`config.mk`:
```
export PLATFORM = sky130hd
export DESIGN_NAME = tpu_top
export DESIGN_NICKNAME = d
export VERILOG_FILES = /design/src/tpu_pkg.sv /design/src/drain_if.sv /design/src/mac_pe.sv /design/src/pe_array.sv /design/src/operand_skewer.sv /design/src/result_drain.sv /design/src/tile_sequencer.sv /design/src/tpu_top.sv
export SDC_FILE = /design/constraint.sdc
export NUM_CORES = 2
export LEC_CHECK = 0
export BUFFER_PORTS_ARGS = -buffer_cell sky130_fd_sc_hd__buf_4
export CORE_AREA = 2 2 388 390
export DETAILED_ROUTE_END_ITERATION = 10
export DIE_AREA = 0 0 390 392
export PLACE_DENSITY = 0.76
export REMOVE_ABC_BUFFERS = 1
export SYNTH_ARGS = -nofsm -noshare
export SYNTH_HDL_FRONTEND = slang
export SYNTH_HIERARCHICAL = 1
export SYNTH_SLANG_ARGS = --single-unit
```
`constraint.sdc`:
```
create_clock -name clk -period 4.6 [get_ports clk]
set_input_delay 0 -clock clk [delete_from_list [all_inputs] [get_ports clk]]
set_output_delay 0 -clock clk [all_outputs]
set_load 0.05 [all_outputs]
```
`src/tpu_pkg.sv`:
```
package tpu_pkg;

    // array geometry
    localparam int ARRAY_DIM = 4;

    // element and sum widths
    localparam int ELEM_W = 8;
    localparam int ACC_W  = 32;

    // bus widths derived from the geometry
    localparam int DIM_W   = 8;
    localparam int INDEX_W = 16;
    localparam int LANE_W  = ARRAY_DIM * ELEM_W;
    localparam int C_ROW_W = ARRAY_DIM * ACC_W;
    localparam int GRID_W  = ARRAY_DIM * C_ROW_W;

    // read latency 1, skew 3, mesh travel 3, accumulate 1
    localparam int SETTLE_CYCLES = 8;

    typedef logic [DIM_W-1:0]   dim_t;
    typedef logic [INDEX_W-1:0] index_t;
    typedef logic [ELEM_W-1:0]  elem_t;
    typedef logic [ACC_W-1:0]   acc_t;

    // one A or B buffer word, lane 0 in the top byte
    typedef logic [LANE_W-1:0]  lane_word_t;

    // one C buffer word, column 0 in the top 32 bits
    typedef logic [C_ROW_W-1:0] c_row_t;

    // all sixteen sums, row 0 in the top 128 bits
    typedef logic [GRID_W-1:0]  psum_grid_t;

    // rows to drain, 1 to ARRAY_DIM
    typedef logic [$clog2(ARRAY_DIM):0] row_count_t;

    typedef enum logic [1:0] {
        SEQ_IDLE,
        SEQ_LOAD,
        SEQ_SETTLE,
        SEQ_DRAIN
    } seq_state_t;

endpackage

```
`src/drain_if.sv`:
```
`timescale 1ns/1ps

// four-phase handshake between the sequencer and the drain
interface drain_if;

    // request for one tile, held until ack
    logic req;

    // number of C rows in this tile
    tpu_pkg::row_count_t rows;

    // C address of the first row
    tpu_pkg::index_t c_base;

    // raised once all rows are written, dropped after req falls
    logic ack;

    // sequencer side
    modport seq (
        output req,
        output rows,
        output c_base,
        input  ack
    );

    // drain side
    modport drain (
        input  req,
        input  rows,
        input  c_base,
        output ack
    );

endinterface

```
`src/mac_pe.sv`:
```
`timescale 1ns/1ps

module mac_pe (
    input  logic           clk,
    input  logic           rst_n,
    input  logic           clear,
    input  tpu_pkg::elem_t west,
    input  tpu_pkg::elem_t north,
    output tpu_pkg::elem_t east,
    output tpu_pkg::elem_t south,
    output tpu_pkg::acc_t  psum
);

    logic [2*tpu_pkg::ELEM_W-1:0] product;

    // full 16-bit product, widened before the add
    assign product = west * north;

    always_ff @(posedge clk or negedge rst_n) begin
        if (!rst_n) begin
            psum  <= '0;
            east  <= '0;
            south <= '0;
        end else begin
            // zero operands leave the sum as it is
            if (clear) begin
                psum <= '0;
            end else begin
                psum <= psum + tpu_pkg::acc_t'(product);
            end
            // operands move one PE per cycle
            east  <= west;
            south <= north;
        end
    end

endmodule

```
`src/pe_array.sv`:
```
`timescale 1ns/1ps

module pe_array (
    input  logic                clk,
    input  logic                rst_n,
    input  logic                clear,
    input  tpu_pkg::lane_word_t west_lanes,
    input  tpu_pkg::lane_word_t north_lanes,
    output tpu_pkg::psum_grid_t psum_grid
);

    tpu_pkg::elem_t east_out  [tpu_pkg::ARRAY_DIM][tpu_pkg::ARRAY_DIM];
    tpu_pkg::elem_t south_out [tpu_pkg::ARRAY_DIM][tpu_pkg::ARRAY_DIM];
    tpu_pkg::acc_t  psum_out  [tpu_pkg::ARRAY_DIM][tpu_pkg::ARRAY_DIM];

    for (genvar r = 0; r < tpu_pkg::ARRAY_DIM; r++) begin : g_row
        for (genvar c = 0; c < tpu_pkg::ARRAY_DIM; c++) begin : g_col
            tpu_pkg::elem_t west_in;
            tpu_pkg::elem_t north_in;

            // left column takes row lane r
            if (c == 0) begin : g_west_edge
                assign west_in =
                    west_lanes[tpu_pkg::ELEM_W*(tpu_pkg::ARRAY_DIM-1-r) +: tpu_pkg::ELEM_W];
            end else begin : g_west_link
                assign west_in = east_out[r][c-1];
            end

            // top row takes column lane c
            if (r == 0) begin : g_north_edge
                assign north_in =
                    north_lanes[tpu_pkg::ELEM_W*(tpu_pkg::ARRAY_DIM-1-c) +: tpu_pkg::ELEM_W];
            end else begin : g_north_link
                assign north_in = south_out[r-1][c];
            end

            mac_pe u_pe (
                .clk   (clk),
                .rst_n (rst_n),
                .clear (clear),
                .west  (west_in),
                .north (north_in),
                .east  (east_out[r][c]),
                .south (south_out[r][c]),
                .psum  (psum_out[r][c])
            );

            // PE (0,0) lands in the top 32 bits
            assign psum_grid[tpu_pkg::ACC_W*(tpu_pkg::ARRAY_DIM*tpu_pkg::ARRAY_DIM-1
                             - (r*tpu_pkg::ARRAY_DIM + c)) +: tpu_pkg::ACC_W] = psum_out[r][c];
        end
    end

endmodule

```
`src/operand_skewer.sv`:
```
`timescale 1ns/1ps

module operand_skewer (
    input  logic                clk,
    input  logic                rst_n,
    input  logic                feed_en,
    input  tpu_pkg::lane_word_t a_word,
    input  tpu_pkg::lane_word_t b_word,
    output tpu_pkg::lane_word_t west_lanes,
    output tpu_pkg::lane_word_t north_lanes
);

    // enable aligned with the buffer read data
    logic                feed_d;
    tpu_pkg::lane_word_t a_gate;
    tpu_pkg::lane_word_t b_gate;

    // whole words shifted, lane i taken from stage i
    tpu_pkg::lane_word_t a_dly [1:tpu_pkg::ARRAY_DIM-1];
    tpu_pkg::lane_word_t b_dly [1:tpu_pkg::ARRAY_DIM-1];

    // zeros between tiles keep the sums unchanged
    assign a_gate = feed_d ? a_word : '0;
    assign b_gate = feed_d ? b_word : '0;

    always_ff @(posedge clk or negedge rst_n) begin
        if (!rst_n) begin
            feed_d <= 1'b0;
            for (int s = 1; s < tpu_pkg::ARRAY_DIM; s++) begin
                a_dly[s] <= '0;
                b_dly[s] <= '0;
            end
        end else begin
            feed_d   <= feed_en;
            a_dly[1] <= a_gate;
            b_dly[1] <= b_gate;
            for (int s = 2; s < tpu_pkg::ARRAY_DIM; s++) begin
                a_dly[s] <= a_dly[s-1];
                b_dly[s] <= b_dly[s-1];
            end
        end
    end

    // lane 0 sits in the top byte
    for (genvar i = 0; i < tpu_pkg::ARRAY_DIM; i++) begin : g_lane
        if (i == 0) begin : g_direct
            assign west_lanes[tpu_pkg::ELEM_W*(tpu_pkg::ARRAY_DIM-1-i) +: tpu_pkg::ELEM_W] =
                a_gate[tpu_pkg::ELEM_W*(tpu_pkg::ARRAY_DIM-1-i) +: tpu_pkg::ELEM_W];
            assign north_lanes[tpu_pkg::ELEM_W*(tpu_pkg::ARRAY_DIM-1-i) +: tpu_pkg::ELEM_W] =
                b_gate[tpu_pkg::ELEM_W*(tpu_pkg::ARRAY_DIM-1-i) +: tpu_pkg::ELEM_W];
        end else begin : g_delayed
            assign west_lanes[tpu_pkg::ELEM_W*(tpu_pkg::ARRAY_DIM-1-i) +: tpu_pkg::ELEM_W] =
                a_dly[i][tpu_pkg::ELEM_W*(tpu_pkg::ARRAY_DIM-1-i) +: tpu_pkg::ELEM_W];
            assign north_lanes[tpu_pkg::ELEM_W*(tpu_pkg::ARRAY_DIM-1-i) +: tpu_pkg::ELEM_W] =
                b_dly[i][tpu_pkg::ELEM_W*(tpu_pkg::ARRAY_DIM-1-i) +: tpu_pkg::ELEM_W];
        end
    end

endmodule

```
`src/result_drain.sv`:
```
`timescale 1ns/1ps

module result_drain (
    input  logic                clk,
    input  logic                rst_n,
    input  tpu_pkg::psum_grid_t psum_grid,
    output logic                c_wr_en,
    output tpu_pkg::index_t     c_index,
    output tpu_pkg::c_row_t     c_data,
    drain_if.drain              drn
);

    // high on each cycle that writes one C row
    logic                active;
    tpu_pkg::row_count_t row;
    logic                last_row;

    assign last_row = (row == drn.rows - tpu_pkg::row_count_t'(1));

    always_ff @(posedge clk or negedge rst_n) begin
        if (!rst_n) begin
            active  <= 1'b0;
            row     <= '0;
            drn.ack <= 1'b0;
        end else if (active) begin
            if (last_row) begin
                active  <= 1'b0;
                row     <= '0;
                // ack follows the last write by one cycle
                drn.ack <= 1'b1;
            end else begin
                row <= row + tpu_pkg::row_count_t'(1);
            end
        end else if (drn.ack) begin
            // hold ack until the sequencer lets go of req
            if (!drn.req) begin
                drn.ack <= 1'b0;
            end
        end else if (drn.req) begin
            active <= 1'b1;
            row    <= '0;
        end
    end

    assign c_wr_en = active;
    assign c_index = drn.c_base + tpu_pkg::index_t'(row);

    // grid row 0 is the top slice
    assign c_data = psum_grid[tpu_pkg::C_ROW_W*(tpu_pkg::ARRAY_DIM-1-int'(row))
                              +: tpu_pkg::C_ROW_W];

endmodule

```
`src/tile_sequencer.sv`:
```
`timescale 1ns/1ps

module tile_sequencer (
    input  logic            clk,
    input  logic            rst_n,
    input  logic            in_valid,
    input  tpu_pkg::dim_t   K,
    input  tpu_pkg::dim_t   M,
    input  tpu_pkg::dim_t   N,
    output logic            busy,
    output tpu_pkg::index_t a_index,
    output tpu_pkg::index_t b_index,
    output logic            feed_en,
    output logic            clear,
    drain_if.seq            drn
);

    tpu_pkg::seq_state_t state;

    // job dimensions, held for the whole job
    tpu_pkg::dim_t k_dim;
    tpu_pkg::dim_t m_dim;
    tpu_pkg::dim_t n_dim;

    // fetch counter in LOAD, reused as settle counter
    tpu_pkg::dim_t step;
    tpu_pkg::dim_t m_blk;
    tpu_pkg::dim_t n_blk;

    tpu_pkg::dim_t m_rem;
    tpu_pkg::dim_t m_blocks;
    tpu_pkg::dim_t n_blocks;
    logic          last_m;
    logic          last_n;
    logic          load_done;
    logic          settle_done;
    tpu_pkg::row_count_t tile_rows;

    // ceil(M/4) and ceil(N/4)
    assign m_rem    = m_dim % tpu_pkg::dim_t'(tpu_pkg::ARRAY_DIM);
    assign m_blocks = m_dim / tpu_pkg::dim_t'(tpu_pkg::ARRAY_DIM)
                    + tpu_pkg::dim_t'(m_rem != '0);
    assign n_blocks = n_dim / tpu_pkg::dim_t'(tpu_pkg::ARRAY_DIM)
                    + tpu_pkg::dim_t'((n_dim % tpu_pkg::dim_t'(tpu_pkg::ARRAY_DIM)) != '0);

    assign last_m      = (m_blk == m_blocks - tpu_pkg::dim_t'(1));
    assign last_n      = (n_blk == n_blocks - tpu_pkg::dim_t'(1));
    assign load_done   = (step == k_dim - tpu_pkg::dim_t'(1));
    assign settle_done = (step == tpu_pkg::dim_t'(tpu_pkg::SETTLE_CYCLES - 1));

    // last M block is short when M is not a multiple of 4
    assign tile_rows = (last_m && m_rem != '0) ? tpu_pkg::row_count_t'(m_rem)
                                               : tpu_pkg::row_count_t'(tpu_pkg::ARRAY_DIM);

    assign feed_en = (state == tpu_pkg::SEQ_LOAD);
    // first LOAD cycle, before any operand reaches the mesh
    assign clear   = feed_en && (step == '0);

    always_ff @(posedge clk or negedge rst_n) begin
        if (!rst_n) begin
            state      <= tpu_pkg::SEQ_IDLE;
            busy       <= 1'b0;
            k_dim      <= '0;
            m_dim      <= '0;
            n_dim      <= '0;
            step       <= '0;
            m_blk      <= '0;
            n_blk      <= '0;
            a_index    <= '0;
            b_index    <= '0;
            drn.req    <= 1'b0;
            drn.rows   <= '0;
            drn.c_base <= '0;
        end else begin
            case (state)
                tpu_pkg::SEQ_IDLE: begin
                    if (in_valid) begin
                        k_dim      <= K;
                        m_dim      <= M;
                        n_dim      <= N;
                        busy       <= 1'b1;
                        step       <= '0;
                        m_blk      <= '0;
                        n_blk      <= '0;
                        a_index    <= '0;
                        b_index    <= '0;
                        drn.c_base <= '0;
                        state      <= tpu_pkg::SEQ_LOAD;
                    end
                end
                tpu_pkg::SEQ_LOAD: begin
                    // ends at (m+1)K and (n+1)K
                    a_index <= a_index + tpu_pkg::index_t'(1);
                    b_index <= b_index + tpu_pkg::index_t'(1);
                    if (load_done) begin
                        step  <= '0;
                        state <= tpu_pkg::SEQ_SETTLE;
                    end else begin
                        step <= step + tpu_pkg::dim_t'(1);
                    end
                end
                tpu_pkg::SEQ_SETTLE: begin
                    if (!settle_done) begin
                        step <= step + tpu_pkg::dim_t'(1);
                    end else if (!drn.ack) begin
                        // previous handshake fully closed
                        drn.req  <= 1'b1;
                        drn.rows <= tile_rows;
                        state    <= tpu_pkg::SEQ_DRAIN;
                    end
                end
                tpu_pkg::SEQ_DRAIN: begin
                    if (drn.ack) begin
                        drn.req    <= 1'b0;
                        step       <= '0;
                        // n*M + 4m walks on by the rows just written
                        drn.c_base <= drn.c_base + tpu_pkg::index_t'(drn.rows);
                        if (!last_m) begin
                            m_blk   <= m_blk + tpu_pkg::dim_t'(1);
                            b_index <= b_index - tpu_pkg::index_t'(k_dim);
                            state   <= tpu_pkg::SEQ_LOAD;
                        end else if (!last_n) begin
                            m_blk   <= '0;
                            n_blk   <= n_blk + tpu_pkg::dim_t'(1);
                            a_index <= '0;
                            state   <= tpu_pkg::SEQ_LOAD;
                        end else begin
                            busy    <= 1'b0;
                            a_index <= '0;
                            b_index <= '0;
                            state   <= tpu_pkg::SEQ_IDLE;
                        end
                    end
                end
                default: state <= tpu_pkg::SEQ_IDLE;
            endcase
        end
    end

endmodule

```
`src/tpu_top.sv`:
```
`timescale 1ns/1ps

module tpu_top (
    input  logic                clk,
    input  logic                rst_n,
    input  logic                in_valid,
    input  tpu_pkg::dim_t       K,
    input  tpu_pkg::dim_t       M,
    input  tpu_pkg::dim_t       N,
    input  tpu_pkg::lane_word_t A_data_out,
    input  tpu_pkg::lane_word_t B_data_out,
    output logic                busy,
    output tpu_pkg::index_t     A_index,
    output tpu_pkg::index_t     B_index,
    output logic                C_wr_en,
    output tpu_pkg::index_t     C_index,
    output tpu_pkg::c_row_t     C_data_in
);

    logic                feed_en;
    logic                clear;
    tpu_pkg::lane_word_t west_lanes;
    tpu_pkg::lane_word_t north_lanes;
    tpu_pkg::psum_grid_t psum_grid;

    drain_if drn_bus ();

    // tile walk, A/B addressing, drain requests
    tile_sequencer u_seq (
        .clk      (clk),
        .rst_n    (rst_n),
        .in_valid (in_valid),
        .K        (K),
        .M        (M),
        .N        (N),
        .busy     (busy),
        .a_index  (A_index),
        .b_index  (B_index),
        .feed_en  (feed_en),
        .clear    (clear),
        .drn      (drn_bus.seq)
    );

    operand_skewer u_skew (
        .clk         (clk),
        .rst_n       (rst_n),
        .feed_en     (feed_en),
        .a_word      (A_data_out),
        .b_word      (B_data_out),
        .west_lanes  (west_lanes),
        .north_lanes (north_lanes)
    );

    pe_array u_array (
        .clk         (clk),
        .rst_n       (rst_n),
        .clear       (clear),
        .west_lanes  (west_lanes),
        .north_lanes (north_lanes),
        .psum_grid   (psum_grid)
    );

    // row-wise write into buffer C
    result_drain u_drain (
        .clk       (clk),
        .rst_n     (rst_n),
        .psum_grid (psum_grid),
        .c_wr_en   (C_wr_en),
        .c_index   (C_index),
        .c_data    (C_data_in),
        .drn       (drn_bus.drain)
    );

endmodule

```
==> impl_metrics.ini <==
[route]
drt_first_iter_violations = 6066
num_vias = 71100
wl_per_cell_um = 21.2
wl_um = 259000
ant_nets = 0
route.detailed.drc = 0
drt_pass1_iterations = 8
vias_per_cell = 5.82

[global_route]
grt_max_degree = 136
grt_pass1_vias = 72600
track_usage = 0.328
antenna_found_initial = 4
grt_pass1_wl_um = 396000
grt-ovfl-total = 0

[pwr]
power.leakage_nw = 52.8
combPwrFrac = 0.550
intPower_w = 0.0265
power_density_mw_per_mm2 = 451
ir_drop_mv = 0.576
p_sw_w = 0.0216
pwr-share-clk = 0.190
switching_share = 0.449
seqPwrFrac = 0.260

[cells_and_area]
fin_nets = 11800
synthToLayoutAreaGrowth_pct = 24.4
drive_above_1_share = 0.275
fillCellCount = 10300
utilization = 0.716

[timing]
fin_ws_ns = -0.201
finalSetupViolCount = 90
post-route-period-util = 1.04
fin_crit_ns = 4.80
fin_setup_tns_ns = -5.62
clock_skew_ns = 0.0274
slew_viol_final = 0
relSlewSlack = 0.271
fmax_ghz = 0.208
rsz0062_at_grt = true
finalHoldViolations = 0
tightestPinTransition_ns = 1.09

[status]
violations = setup timing
status = finished, violations left

[clock_tree]
clock-sinks = 909
clk_pin_slew_ns = 0.06
cts_buffers = 108
ctsHtreeMaxLevel = 3
clock_latency_ns = 0.75
cts.path.max_buffers = 3
cts_tree = done
cts_root_buf = clkbuf_16

[floorplan]
die-area_mm2 = 0.153
start_util = 0.576
dieHeight_um = 392
pin_count = 269
core_area_mm2 = 0.149
die_x_um = 390
row_count = 142

[worst_setup_path]
max_stage_delay_ns = 0.57
setup.worst_path.end_class = flip-flop
crit_fanout = 11
cp.required_ns = 5.27
path_class = reg2reg
worst_setup_path_start_kind = flip-flop
cp_slowest_cell = fa_1
path_common_cell = fa_1
worstPathCellList = nand2_2 > fa_1 > fa_1 > inv_2 > fa_1 > inv_2 > fa_1 > inv_2 > ha_4 > buf_6 > nand4b_4 > a2111oi_4 > nor3_4 > buf_12 > buf_4 > or3_1 > a21oi_2
arrival_ns = 5.47

[synthesis]
syn-cell-area_mm2 = 0.0857
yosysWarnings = 6
syn_area_per_cell_um2 = 9.52
synth_cells = 9004

[placement]
place_congestion = 0.951
port_buffers = 268
hpwl_um = 187000

[min_path]
hold_class = in2reg

[run]
max_cap_viol_count = 0
## power by group through the flow
stage	logic (W)	registers, W	clock network [W]
after floorplan	0.0134	0.0119	0
after global placement	0.0213	0.0124	0
after detailed placement	0.0220	0.0125	0
after CTS	0.0238	0.0124	0.00929
after global routing	0.0288	0.0126	0.00961
final	0.0265	0.0125	0.00915
## worst max-delay path, delay by kind of cell, from the launching register on
family | cells | cell delay [ns]
buffers and inverters | 6 | 0.55
AOI/OAI and AO/OA | 2 | 0.59
and+or+nand+nor | 4 | 0.65
DFF | 1 | 0.46
adders and majority gates | 5 | 2.47
## area by class of cell
type / instances / area (um2) / area share
repair buffers: 1374 / 11700 / 0.109
inverters: 1620 / 6080 / 0.0570
flip-flops and latches: 909 / 23000 / 0.215
multi-input cells: 6160 / 59700 / 0.560
well taps: 1944 / 2430 / 0.0228
clock inverters: 60 / 637 / 0.00597
diodes: 3 / 7.51 / 0.0000704
clock buffers: 143 / 3130 / 0.0293
## path summary, 6_finish.rpt
| path | start | to | slack (ns) | depth (start not counted) |
|---|---|---|---|---|
| min in group asynchronous | rst_n | u_seq/n_dim[5]$_DFFE_PN0P_ | 0.06 | 3 |
| worst min register to register | u_skew/a_dly[68]$_DFF_PN0_ | u_skew/a_dly[36]$_DFF_PN0_ | 0.34 | 0 |
| worst min-delay path | B_data_out[11] | u_skew/b_dly[75]$_DFF_PN0_ | 0.04 | 3 |
| max in group asynchronous | rst_n | u_array/g_row[1].g_col[0].u_pe/south[3]$_DFF_PN0_ | 3.58 | 3 |
| worst max register to register | u_skew/west_lanes[16]$_DFF_PN0_ | u_array/g_row[1].g_col[0].u_pe/psum[31]$_DFF_PN0_ | -0.20 | 17 |
| worst max-delay path | u_skew/west_lanes[16]$_DFF_PN0_ | u_array/g_row[1].g_col[0].u_pe/psum[31]$_DFF_PN0_ | -0.20 | 17 |
## per-stage QoR
stage	total power (W)	instances	hold slack [ns]	cell area, um2	setup slack [ns]
detailed placement	0.0345	11600	0.0568	94100	-0.626
finish	0.0481	12200	0.0416	107000	-0.201
floorplan	0.0254	8681	-0.296	83900	-42.70
global route	0.0510	12200	0.0278	107000	-0.300
global placement	0.0338	11600	0.0626	94100	-0.637
CTS	0.0455	12100	0.000237	102000	-0.0982
## flip-flops by register name, summed over array words and instances, names as in the netlist, 16 cells and up
register and flops:
u_array/g_row.g_col.u_pe/east 96, u_array/g_row.g_col.u_pe/psum 512, u_array/g_row.g_col.u_pe/south 96, u_seq/a_index 16, u_seq/b_index 16, u_seq/drn.c_base 16
u_skew/a_dly 24, u_skew/b_dly 24, u_skew/north_lanes 24, u_skew/west_lanes 24
## per-layer routing
layer  routed length, um  share of wire  global-route usage  up-vias
li1                    -              -                   -    31600
met2              125000           0.48               0.540     2989
met5                  24       0.000093                   0        -
met1              101000           0.39               0.420    35800
met4               16800          0.065               0.186        4
met3               16300          0.063              0.0435      763
## placed cells by master (no fill, tap or decap), drive strengths merged, types with 48 or more instances in the layout
cell type and count:
a21o 94, nand3 166, nor3 92, dfrtp 909
fa 803, inv 1624, and3 63, nand4 109
clkbuf 145, o21ai 265, xnor2 143, nor2b 289
xor2 104, mux4 128, ha 687, nand2b 49
and2 670, nand2 769, dlygate4sd3 127, mux2 104
or3 88, o21a 48, nor2 547, a21oi 329
a31oi 64, a211oi 62, buf 1242
## timing repair
action / in CTS / in global routing
resized for setup: 582 / 823
buffers inserted: 107 / 151
hold buffers: 128 / 0
gates cloned: 8 / 6
pin swaps: 320 / 551
setup endpoints to repair: 244 / 287
endpoints found under the hold margin: 713 / 0
(Power assumes the default switching activity.)
